### config.mk
export PLATFORM = sky130hd
export DESIGN_NAME = vecmul_top
export DESIGN_NICKNAME = d
export VERILOG_FILES = /design/src/vecmul_pkg.sv /design/src/vecmul_top.sv /design/src/vecmul_collect.sv /design/src/vecmul_dispatch.sv /design/src/modmul_lane.sv
export SDC_FILE = /design/constraint.sdc
export NUM_CORES = 2
export LEC_CHECK = 0
export BUFFER_PORTS_ARGS = -buffer_cell sky130_fd_sc_hd__buf_4
export CORE_MARGIN = 8
export CORE_UTILIZATION = 25
export DETAILED_ROUTE_END_ITERATION = 6
export GPL_TIMING_DRIVEN = 1
export PLACE_DENSITY_LB_ADDON = 0.15
export SLEW_MARGIN = 20
export SYNTH_ARGS = -nofsm -noshare
export SYNTH_HDL_FRONTEND = slang
export SYNTH_SLANG_ARGS = --single-unit
### constraint.sdc
create_clock -name CLK -period 7.7 [get_ports CLK]
set_input_delay 1.54 -clock CLK [delete_from_list [all_inputs] [get_ports CLK]]
set_output_delay 1.54 -clock CLK [all_outputs]
set_load 0.02 [all_outputs]
### src/vecmul_pkg.sv
// Shared word and count types for the vector modular multiplier
// Job struct passed from dispatcher to lanes
// State encodings of the lane and dispatcher FSMs

`default_nettype none

package vecmul_pkg;

  ////////////////////////////////////////
  // Widths
  ////////////////////////////////////////

  // Operand, modulus and product width
  localparam int WORD_W = 32;

  // Width of vector length and element counts
  localparam int COUNT_W = 16;

  ////////////////////////////////////////
  // Data types
  ////////////////////////////////////////

  typedef logic [WORD_W-1:0] word_t;
  typedef logic [COUNT_W-1:0] count_t;

  // One element of work for a lane
  typedef struct packed {
    word_t a;
    word_t b;
    word_t modulo;
    // Final element of the run
    logic  last;
  } mul_job_t;

  ////////////////////////////////////////
  // State machines
  ////////////////////////////////////////

  // Lane: waiting, iterating, holding a result
  typedef enum logic [1:0] {
    LANE_IDLE = 2'd0,
    LANE_RUN  = 2'd1,
    LANE_DONE = 2'd2
  } lane_state_t;

  // Dispatcher: no run, or feeding pairs of a run
  typedef enum logic {
    DISP_IDLE = 1'b0,
    DISP_FEED = 1'b1
  } disp_state_t;

endpackage

`default_nettype wire
### src/vecmul_top.sv
// Top level of the element-wise modular vector multiplier
// Dispatcher, generated multiplier lanes and collector

`timescale 1ns/100ps
`default_nettype none

module vecmul_top #(
  parameter int LANES = 4
) (
  input  logic               CLK,
  input  logic               RST,
  // Run control
  input  logic               start,
  input  vecmul_pkg::count_t size,
  input  vecmul_pkg::word_t  modulo,
  // Operand stream
  input  vecmul_pkg::word_t  data_a,
  input  vecmul_pkg::word_t  data_b,
  input  logic               data_in_valid,
  output logic               data_in_ready,
  // Product stream
  output vecmul_pkg::word_t  data_out,
  output logic               data_out_valid,
  output logic               ready
);

  ////////////////////////////////////////
  // Internal buses
  ////////////////////////////////////////

  // Shared job bus, one-hot strobe
  vecmul_pkg::mul_job_t job;
  logic [LANES-1:0]     job_valid;
  logic [LANES-1:0]     lane_idle;

  // Lane results towards the collector
  vecmul_pkg::word_t    lane_result [LANES];
  logic [LANES-1:0]     lane_last;
  logic [LANES-1:0]     lane_valid;
  logic [LANES-1:0]     lane_taken;

  vecmul_dispatch #(
    .LANES(LANES)
  ) u_dispatch (
    .CLK          (CLK),
    .RST          (RST),
    .start        (start),
    .size         (size),
    .modulo       (modulo),
    .data_a       (data_a),
    .data_b       (data_b),
    .data_in_valid(data_in_valid),
    .data_in_ready(data_in_ready),
    .lane_idle    (lane_idle),
    .job          (job),
    .job_valid    (job_valid)
  );

  // One multiplier per lane
  for (genvar i = 0; i < LANES; i++) begin : gen_lane
    modmul_lane u_lane (
      .CLK         (CLK),
      .RST         (RST),
      .job         (job),
      .job_valid   (job_valid[i]),
      .idle        (lane_idle[i]),
      .result      (lane_result[i]),
      .result_last (lane_last[i]),
      .result_valid(lane_valid[i]),
      .result_taken(lane_taken[i])
    );
  end

  vecmul_collect #(
    .LANES(LANES)
  ) u_collect (
    .CLK           (CLK),
    .RST           (RST),
    .result        (lane_result),
    .result_last   (lane_last),
    .result_valid  (lane_valid),
    .result_taken  (lane_taken),
    .data_out      (data_out),
    .data_out_valid(data_out_valid),
    .ready         (ready)
  );

endmodule

`default_nettype wire

### src/vecmul_collect.sv
// In-order collection of lane results
// Registered output strobe and end-of-run pulse

`timescale 1ns/100ps
`default_nettype none

module vecmul_collect #(
  parameter int LANES = 4
) (
  input  logic              CLK,
  input  logic              RST,
  input  vecmul_pkg::word_t result [LANES],
  input  logic [LANES-1:0]  result_last,
  input  logic [LANES-1:0]  result_valid,
  output logic [LANES-1:0]  result_taken,
  output vecmul_pkg::word_t data_out,
  output logic              data_out_valid,
  output logic              ready
);

  // Same pointer width as the dispatcher
  localparam int PTR_W = (LANES > 1) ? $clog2(LANES) : 1;

  logic [PTR_W-1:0] ptr;
  logic             take;

  ////////////////////////////////////////
  // Lane selection
  ////////////////////////////////////////

  // Only the lane at the pointer is looked at
  assign take = result_valid[ptr];

  // Acknowledge in the capture cycle
  always_comb begin
    result_taken = take ? (LANES'(1) << ptr) : '0;
  end

  ////////////////////////////////////////
  // Output registers
  ////////////////////////////////////////

  always_ff @(posedge CLK or posedge RST) begin
    if (RST) begin
      ptr            <= '0;
      data_out_valid <= 1'b0;
      ready          <= 1'b0;
    end else begin
      // Strobes are single cycle
      data_out_valid <= take;
      // Last flag rides with the job, no element count here
      ready          <= take && result_last[ptr];
      if (take) begin
        ptr <= (ptr == PTR_W'(LANES - 1)) ? '0 : ptr + 1'b1;
      end
    end
  end

  // Product word
  always_ff @(posedge CLK) begin
    if (take) begin
      data_out <= result[ptr];
    end
  end

endmodule

`default_nettype wire

### src/vecmul_dispatch.sv
// Run control and input handshake of the vector multiplier
// Round-robin issue of operand pairs to the lanes

`timescale 1ns/100ps
`default_nettype none

module vecmul_dispatch #(
  parameter int LANES = 4
) (
  input  logic                 CLK,
  input  logic                 RST,
  input  logic                 start,
  input  vecmul_pkg::count_t   size,
  input  vecmul_pkg::word_t    modulo,
  input  vecmul_pkg::word_t    data_a,
  input  vecmul_pkg::word_t    data_b,
  input  logic                 data_in_valid,
  output logic                 data_in_ready,
  input  logic [LANES-1:0]     lane_idle,
  output vecmul_pkg::mul_job_t job,
  output logic [LANES-1:0]     job_valid
);

  // At least one pointer bit, even for a single lane
  localparam int PTR_W = (LANES > 1) ? $clog2(LANES) : 1;

  vecmul_pkg::disp_state_t state;

  // Run parameters latched at start
  vecmul_pkg::count_t size_q;
  vecmul_pkg::word_t  modulo_q;

  // Pairs accepted so far in this run
  vecmul_pkg::count_t in_cnt;
  logic [PTR_W-1:0]   ptr;

  logic accept;
  logic is_last;

  ////////////////////////////////////////
  // Handshake and job build
  ////////////////////////////////////////

  // Only the lane at the pointer may take the next pair
  assign data_in_ready = (state == vecmul_pkg::DISP_FEED) && lane_idle[ptr];
  assign accept        = data_in_valid && data_in_ready;
  assign is_last       = (in_cnt == size_q - vecmul_pkg::count_t'(1));

  always_comb begin
    job.a      = data_a;
    job.b      = data_b;
    job.modulo = modulo_q;
    job.last   = is_last;
    // One-hot strobe for the selected lane
    job_valid  = accept ? (LANES'(1) << ptr) : '0;
  end

  ////////////////////////////////////////
  // Run FSM
  ////////////////////////////////////////

  always_ff @(posedge CLK or posedge RST) begin
    if (RST) begin
      state  <= vecmul_pkg::DISP_IDLE;
      in_cnt <= '0;
      ptr    <= '0;
    end else begin
      unique case (state)
        vecmul_pkg::DISP_IDLE: begin
          // Zero length runs are dropped
          if (start && size != '0) begin
            state  <= vecmul_pkg::DISP_FEED;
            in_cnt <= '0;
          end
        end
        vecmul_pkg::DISP_FEED: begin
          if (accept) begin
            in_cnt <= in_cnt + 1'b1;
            // Pointer carries over between runs, collector stays aligned
            ptr    <= (ptr == PTR_W'(LANES - 1)) ? '0 : ptr + 1'b1;
            if (is_last) begin
              state <= vecmul_pkg::DISP_IDLE;
            end
          end
        end
        default: state <= vecmul_pkg::DISP_IDLE;
      endcase
    end
  end

  // Run parameters
  always_ff @(posedge CLK) begin
    if (state == vecmul_pkg::DISP_IDLE && start) begin
      size_q   <= size;
      modulo_q <= modulo;
    end
  end

endmodule

`default_nettype wire

### src/modmul_lane.sv
// Sequential modular multiplier lane
// Interleaved shift-and-reduce, one bit of a per cycle, MSB first

`timescale 1ns/100ps
`default_nettype none

module modmul_lane (
  input  logic                 CLK,
  input  logic                 RST,
  input  vecmul_pkg::mul_job_t job,
  input  logic                 job_valid,
  output logic                 idle,
  output vecmul_pkg::word_t    result,
  output logic                 result_last,
  output logic                 result_valid,
  input  logic                 result_taken
);

  localparam int W = vecmul_pkg::WORD_W;
  // Counts W steps plus the final store cycle
  localparam int CNT_W = $clog2(W + 1);

  vecmul_pkg::lane_state_t state;
  logic [CNT_W-1:0]        step_cnt;

  // Operands held for the whole job
  vecmul_pkg::word_t a_sh;
  vecmul_pkg::word_t b_q;
  vecmul_pkg::word_t mod_q;
  vecmul_pkg::word_t acc;
  logic              last_q;

  // One extra bit so that 2*acc and acc+b never overflow
  logic [W:0] mod_ext;
  logic [W:0] dbl;
  logic [W:0] dbl_red;
  logic [W:0] sum;
  logic [W:0] sum_red;

  ////////////////////////////////////////
  // One reduction step
  ////////////////////////////////////////

  always_comb begin
    mod_ext = {1'b0, mod_q};
    // acc < m, so 2*acc < 2m and one subtract is enough
    dbl     = {acc, 1'b0};
    dbl_red = (dbl >= mod_ext) ? dbl - mod_ext : dbl;
    // Add b when the current bit of a is set
    sum     = dbl_red + (a_sh[W-1] ? {1'b0, b_q} : '0);
    sum_red = (sum >= mod_ext) ? sum - mod_ext : sum;
  end

  ////////////////////////////////////////
  // Control FSM
  ////////////////////////////////////////

  always_ff @(posedge CLK or posedge RST) begin
    if (RST) begin
      state    <= vecmul_pkg::LANE_IDLE;
      step_cnt <= '0;
    end else begin
      unique case (state)
        vecmul_pkg::LANE_IDLE: begin
          if (job_valid) begin
            state    <= vecmul_pkg::LANE_RUN;
            step_cnt <= '0;
          end
        end
        vecmul_pkg::LANE_RUN: begin
          // Last RUN cycle stores the remainder
          if (step_cnt == CNT_W'(W)) begin
            state <= vecmul_pkg::LANE_DONE;
          end else begin
            step_cnt <= step_cnt + 1'b1;
          end
        end
        vecmul_pkg::LANE_DONE: begin
          // Hold until the collector takes it
          if (result_taken) begin
            state <= vecmul_pkg::LANE_IDLE;
          end
        end
        default: state <= vecmul_pkg::LANE_IDLE;
      endcase
    end
  end

  // Datapath, no reset
  always_ff @(posedge CLK) begin
    if (state == vecmul_pkg::LANE_IDLE && job_valid) begin
      a_sh   <= job.a;
      b_q    <= job.b;
      mod_q  <= job.modulo;
      last_q <= job.last;
      acc    <= '0;
    end else if (state == vecmul_pkg::LANE_RUN) begin
      if (step_cnt == CNT_W'(W)) begin
        result <= acc;
      end else begin
        acc  <= sum_red[W-1:0];
        a_sh <= {a_sh[W-2:0], 1'b0};
      end
    end
  end

  assign idle         = (state == vecmul_pkg::LANE_IDLE);
  assign result_valid = (state == vecmul_pkg::LANE_DONE);
  assign result_last  = last_q;

endmodule

`default_nettype wire

# ---- Word-level counts from Yosys, hierarchy flattened
# Cells that the tools add are included.
dict set report totals {
  reg_bits 779
  inputBits 116
  output_inout_bits 35
}
dict set report op_classes {
  add_sub_neg 20
  order_cmp 11
  n_eq_ne 37
  shift 2
  mux 72
  n_bitwise 10
  n_reduce_logical 44
}
# operator count
set ops {}
lappend ops {{$mux 32} 22}
lappend ops {{$ge 33x32->1} 8}
lappend ops {{$add 33x32->33} 4}
lappend ops {{$mux 33} 4}
lappend ops {{$sub 33x32->33} 4}
lappend ops {{$sub 32x32->32} 4}
lappend ops {{$bmux 32 s2} 1}
lappend ops {{$mux 6} 8}
lappend ops {{$pmux 6 s2} 4}
lappend ops {{$reduce_and 3->1} 12}
lappend ops {{$ne 2x2->1 const B} 17}
lappend ops {{$mux 16} 2}
lappend ops {{$pmux 16 s2} 1}
lappend ops {{$mux 2} 14}
lappend ops {{$add 6x1->6 const B} 4}
lappend ops {{$eq 6x6->1 const B} 4}
lappend ops {{$pmux 2 s3} 4}
lappend ops {{$reduce_and 2->1} 10}
lappend ops {{$add 16x1->16 const B} 1}
lappend ops {{$eq 16x16->1} 1}
lappend ops {{$reduce_bool 16->1} 1}
lappend ops {{$reduce_bool 2->1} 8}
lappend ops {{$sub 16x1->16 const B} 1}
lappend ops {{$eq 2x2->1 const B} 6}
lappend ops {{other kinds (14)} 51}

# ---- Depth between registers and ports, before layout
dict set report logic_depth {
  word_depth 9
  depth_mapped 39
  depth_no_buf 35
}

# ---- By module
# From an unflattened synthesis, not the netlist that was laid out.
dict set report hier_totals {
  hier_cells 5486
  hier_area_um2 52394.0
}
# mod instances cells_per_inst area_each_um2
set by_module_without_submodules {}
lappend by_module_without_submodules {{modmul_lane (gen_lane[0].u_lane)} 1 1305 11921.4}
lappend by_module_without_submodules {{modmul_lane (gen_lane[3].u_lane)} 1 1315 11891.4}
lappend by_module_without_submodules {{modmul_lane (gen_lane[2].u_lane)} 1 1247 11577.4}
lappend by_module_without_submodules {{modmul_lane (gen_lane[1].u_lane)} 1 1207 11345.9}
lappend by_module_without_submodules {vecmul_dispatch 1 311 3589.7}
lappend by_module_without_submodules {vecmul_collect 1 101 2068.2}

# ---- Worst setup path after synthesis
# No wires, ideal clock.
dict set report synth_timing {
  path_kind {reg-to-reg}
  from {reg gen_lane[1].u_lane.mod_q[1]}
  to {reg gen_lane[1].u_lane.acc[10]}
  arrival_time_ns 7.361
  t_required_ns 7.581
  slack_ns 0.220
  stages_incl_launch_ff 33
  n_path_buf 1
  period_less_slack_ns 7.480
  path_cell_list {edfxtp_1 -> inv_1 -> ha_1 -> nor2b_1 -> o211ai_1 -> a31oi_1 -> o211a_1 -> a221oi_2 -> o21ai_1 -> o21ai_2 -> o31ai_2 -> clkbuf_1 -> mux2_2 -> ha_1 -> or4_1 -> nor2_1 -> o21ai_1 -> a21oi_1 -> a21oi_1 -> a21o_1 -> a21oi_1 -> xnor2_1 -> ha_1 -> a2111oi_0 -> nand2b_1 -> and3_1 -> o21ai_1 -> o21a_1 -> o211ai_1 -> and2_1 -> nor2_1 -> nand2_1 -> o221a_2}
}
dict set report synth_between {
  elab_chain_len 5
  word_cells_on_any_way 7
}
# element line_no
set synth_lines {}
lappend synth_lines {{start, declared} modmul_lane.sv:29} ;# vecmul_pkg::word_t mod_q;
lappend synth_lines {{start signal, assigned} modmul_lane.sv:94} ;# mod_q <= job.modulo;
lappend synth_lines {{$sub 33x32->33 / $ge 33x32->1 (equally long branches)} modmul_lane.sv:48} ;# dbl_red = (dbl >= mod_ext) ? dbl - mod_ext : dbl;
lappend synth_lines {{$mux 33} modmul_lane.sv:48}
lappend synth_lines {{$add 33x32->33} modmul_lane.sv:50} ;# sum = dbl_red + (a_sh[W-1] ? {1'b0, b_q} : '0);
lappend synth_lines {{$sub 32x32->32 / $ge 33x32->1 (equally long branches)} modmul_lane.sv:51} ;# sum_red = (sum >= mod_ext) ? sum - mod_ext : sum;
lappend synth_lines {{$mux 32 *} modmul_lane.sv:51}
lappend synth_lines {{end signal, assigned} modmul_lane.sv:101} ;# acc <= sum_red[W-1:0];
lappend synth_lines {{end, declared} modmul_lane.sv:30} ;# vecmul_pkg::word_t acc;
# Mark *: on every way between the ends. The rest lies on a longest branch, timed or not.
# A chain may end at the register's enable or synchronous reset.

# ---- Worst setup path in the final report
dict set report layout_timing {
  from {reg gen_lane[0].u_lane.mod_q[14]}
  to {reg gen_lane[0].u_lane.acc[0]}
}
dict set report layout_between {
  elab_chain_len 5
  word_cells_on_any_way 7
}
# element line_no
set layout_lines {}
lappend layout_lines {{start, declared} modmul_lane.sv:29}
lappend layout_lines {{start signal, assigned} modmul_lane.sv:94}
lappend layout_lines {{$sub 33x32->33 / $ge 33x32->1 (equally long branches)} modmul_lane.sv:48}
lappend layout_lines {{$mux 33} modmul_lane.sv:48}
lappend layout_lines {{$add 33x32->33} modmul_lane.sv:50}
lappend layout_lines {{$ge 33x32->1 / $sub 32x32->32 (equally long branches)} modmul_lane.sv:51}
lappend layout_lines {{$mux 32 *} modmul_lane.sv:51}
lappend layout_lines {{end signal, assigned} modmul_lane.sv:101}
lappend layout_lines {{end, declared} modmul_lane.sv:30}
# Marked as above.

==> metrics.md <==
| Metric | Value |
|---|---|
| Met2 WL post-DR | `103700 microns` |
| Net Count, Synth | `5671` |
| Worst Tran Pin Value | `1.094 ns` |
| Hold_sp | `gen_lane[1].u_lane.a_sh[24]` |
| DRC violations left | `0` |
| Most common cell after layout, fill and taps aside | `buf_4` |
| 1st-iter DRT viols | `2933` |
| Slew Limit Fails | `0` |
| Top Metal Used | `met5` |
| Tcrit/Tclk final | `0.9781` |
| Global route overflow | `0` |
| Register area share after synthesis | `0.4345` |
| Top cells by area, synth | `edfxtp_1 36%, ha_1 10%, nand2_1 5.6%, dfxtp_1 5.1%, xnor2_1 3.8%` |
| Total track usage | `0.1879` |
| Post-synthesis cell count | `5141` |
| Area share of the largest cell type after synthesis | `0.3561` |
| Post-layout min period | `7.532 ns` |
| Gpl congestion | `0.8897` |
| Async set or reset register ratio after synthesis | `0.07060` |
| Clock Tree Buf Depth | `3` |
| RSZ-0062 raised after global routing | `yes` |
| Met1 WL | `93850 microns` |
| Syn_area_per_cell | `9.775 sq um` |
| Ys flop type | `edfxtp_1` |
| H-tree depth | `3` |
| Beginning of the critical path | `gen_lane[0].u_lane.mod_q[14]` |
| Worst path max stage delay | `0.41 ns` |
| Root Driver | `clkbuf_16` |
| Clk sinks | `779` |
| Layout Skew | `0.03688 ns` |
| Die Y-Extent | `464.4 microns` |
| Met3 wire len | `8607 microns` |
| Reg clk slew, reported paths | `0.06 ns` |
| Dpl hpwl | `165100 microns` |
| Largest net degree at the start of global routing | `62` |
| Worst setup SP type | `flip-flop` |
| Routed length per instance | `24.02 microns` |
| First-pass GRT wire length | `300000 microns` |
| Number of synthesized flops with an enable pin | `596` |
| CP bufs+invs | `8` |
| Core area | `199900 sq um` |
| Area Growth Syn to Fin | `30.92%` |
| CP arrival | `8.19 ns` |
| Critical Path RT | `8.36 ns` |
| I/O Pins | `151` |
| Most frequent cells in the layout | `960 x buf_4, 748 x nand2_1, 596 x edfxtp_1` |
| Worst r2r src | `gen_lane[0].u_lane.mod_q[14]` |
| Initial antenna violation count | `50` |
| HP Class | `flip-flop to flip-flop` |
| CP endpoint kind | `flip-flop` |
| FILL cells | `20640` |
| CP Class | `flip-flop to flip-flop` |
| CP top delay family | `compound AO/OA/AOI/OAI gates` |
| Input/output buffers | `150` |
| Setup TNS | `0 ns` |
| Die area | `215600 sq um` |
| Area leader, netlist | `edfxtp_1` |
| Vias in the first global route | `43398` |
| CTS tree | `built` |
| Cell Area, Synth | `50250 sq um` |
| DIE WIDTH | `464.4 microns` |
| Drt pass-1 iters | `7` |
| Final setup viols | `0` |
| Initial Utilization | `0.2514` |
| Routed WL | `212300 microns` |
| Number of buffers created by CTS | `98` |
| Synth unique cells | `99` |
| Most used cell, CP | `buf_12` |
| Final antenna-violating net count | `0` |
| Cell row count | `164` |
| Cts hold-fix bufs | `0` |
| Max Cap Viol | `0` |
| FMAX | `132.8 MHz` |
| Max-slew headroom | `0.2704` |
| Nets | `6620` |
| Worst Path Max Fanout | `8` |
| Worst skew pair latency | `0.74 ns` |
| Vias per cell | `4.876` |
| Yosys Warn Count | `0` |
| Vias post-DR | `43112` |
| Critical path's slowest cell | `or3_4` |
| #FFs+latches synth | `779` |
| Outcome | `finished, final reports clean` |
| Final Hold Violating Endpoints | `0` |
| Layout cells sized above 1 | `0.2444` |
[cell families (layout without fill, tap and decap cells)]
logic type | after synthesis | count (layout) | share of synthesized area
simple gates | 1699 | 1699 | 0.1584
compound gates | 1321 | 1321 | 0.1688
flops | 779 | 779 | 0.4345
buf+inv | 425 | 1459 | 0.03321
fa+ha+maj | 414 | 414 | 0.1049
xor+xnor | 371 | 371 | 0.06496
mux | 132 | 132 | 0.03525
other cells | 0 | 10 | 0
[per-stage QoR]
| step | cell area, sq um | utilization | worst slack (ns) | cells | hold WS, ns |
|---|---|---|---|---|---|
| after floorplan | 50250 | - | 0.2203 | 5141 | 0.4380 |
| after global placement | 60100 | 0.3007 | -0.6709 | 8566 | 0.4940 |
| after detailed placement | 60100 | 0.3007 | -0.6383 | 8566 | 0.4903 |
| after CTS | 63990 | 0.3202 | 0.005424 | 8763 | 0.4738 |
| after global routing | 65770 | 0.3291 | -0.09004 | 8831 | 0.5180 |
| final | 65790 | 0.3292 | 0.1684 | 8841 | 0.4865 |
[final cells by class]
type,instances,area [sq um],share of cell area
Multi-Input combinational cell,3937,28140,0.4276
Sequential cell,779,21840,0.3320
Timing Repair Buffer,1000,7925,0.1205
Tap cell,2656,3323,0.05051
Clock buffer,122,2645,0.04020
Inverter,274,1039,0.01578
Clock inverter,63,857.1,0.01303
Antenna cell,10,25.02,0.0003803
[tightest hold or removal path, stage by stage, from the launching register on]
cell      delay [ns]
edfxtp_1        0.32
nand2_1         0.04
nand2_1         0.06
[path summary, 6_finish.rpt]
path	end	slack (ns)	cells after the start
max in group asynchronous	u_collect.ptr[1]	5.92	3
min in group asynchronous	u_dispatch.state	1.10	3
worst min register to register	gen_lane[1].u_lane.a_sh[25]	0.49	2
worst max register to register	gen_lane[0].u_lane.acc[0]	0.17	37
worst max-delay path	gen_lane[0].u_lane.acc[0]	0.17	37
worst min-delay path	gen_lane[1].u_lane.a_sh[25]	0.49	2
[repair_timing]
item                                    CTS  global route
resized for setup                        54           263
pin swaps                                18           135
buffers inserted                         11            61
endpoints found under the setup margin   96           128
gates cloned                              1             8
[state kept, by name (all words and copies together), names as in the netlist]
| signal | flops |
|---|---|
| gen_lane.u_lane.state | 8 |
| u_collect.ready | 1 |
| gen_lane.u_lane.a_sh | 128 |
| gen_lane.u_lane.acc | 128 |
| u_dispatch.size_q | 16 |
| u_collect.data_out_valid | 1 |
| u_collect.ptr | 2 |
| u_collect.data_out | 32 |
| u_dispatch.in_cnt | 16 |
| gen_lane.u_lane.b_q | 128 |
| gen_lane.u_lane.result_last | 4 |
| u_dispatch.modulo_q | 32 |
| gen_lane.u_lane.mod_q | 128 |
| gen_lane.u_lane.result | 128 |
| u_dispatch.state | 1 |
| u_dispatch.ptr | 2 |
| gen_lane.u_lane.step_cnt | 24 |
[synthesized netlist by cell type (all sizes together) (50+ instances only)]
cell / instances
nand2: 753
edfxtp: 596
ha: 402
a21oi: 348
o21ai: 345
inv: 274
nor2: 243
xnor2: 217
a21o: 182
and2: 157
xor2: 154
nand3: 153
dfxtp: 128
clkbuf: 118
mux2i: 81
nand4: 67
nor3: 65
dfrtp: 55
nand2b: 55
o21bai: 53
nor2b: 52
o21a: 50
[routing by layer]
metal,track usage,vias to the layer above
li1,-,20675
met1,0.2438,21162
met2,0.3316,995
met3,0.02297,274
met4,0.04675,6
met5,0,-
Power is left out: the tool's default activity adds up to more than one toggle a clock period on the data nets, which glitch-free logic cannot reach.
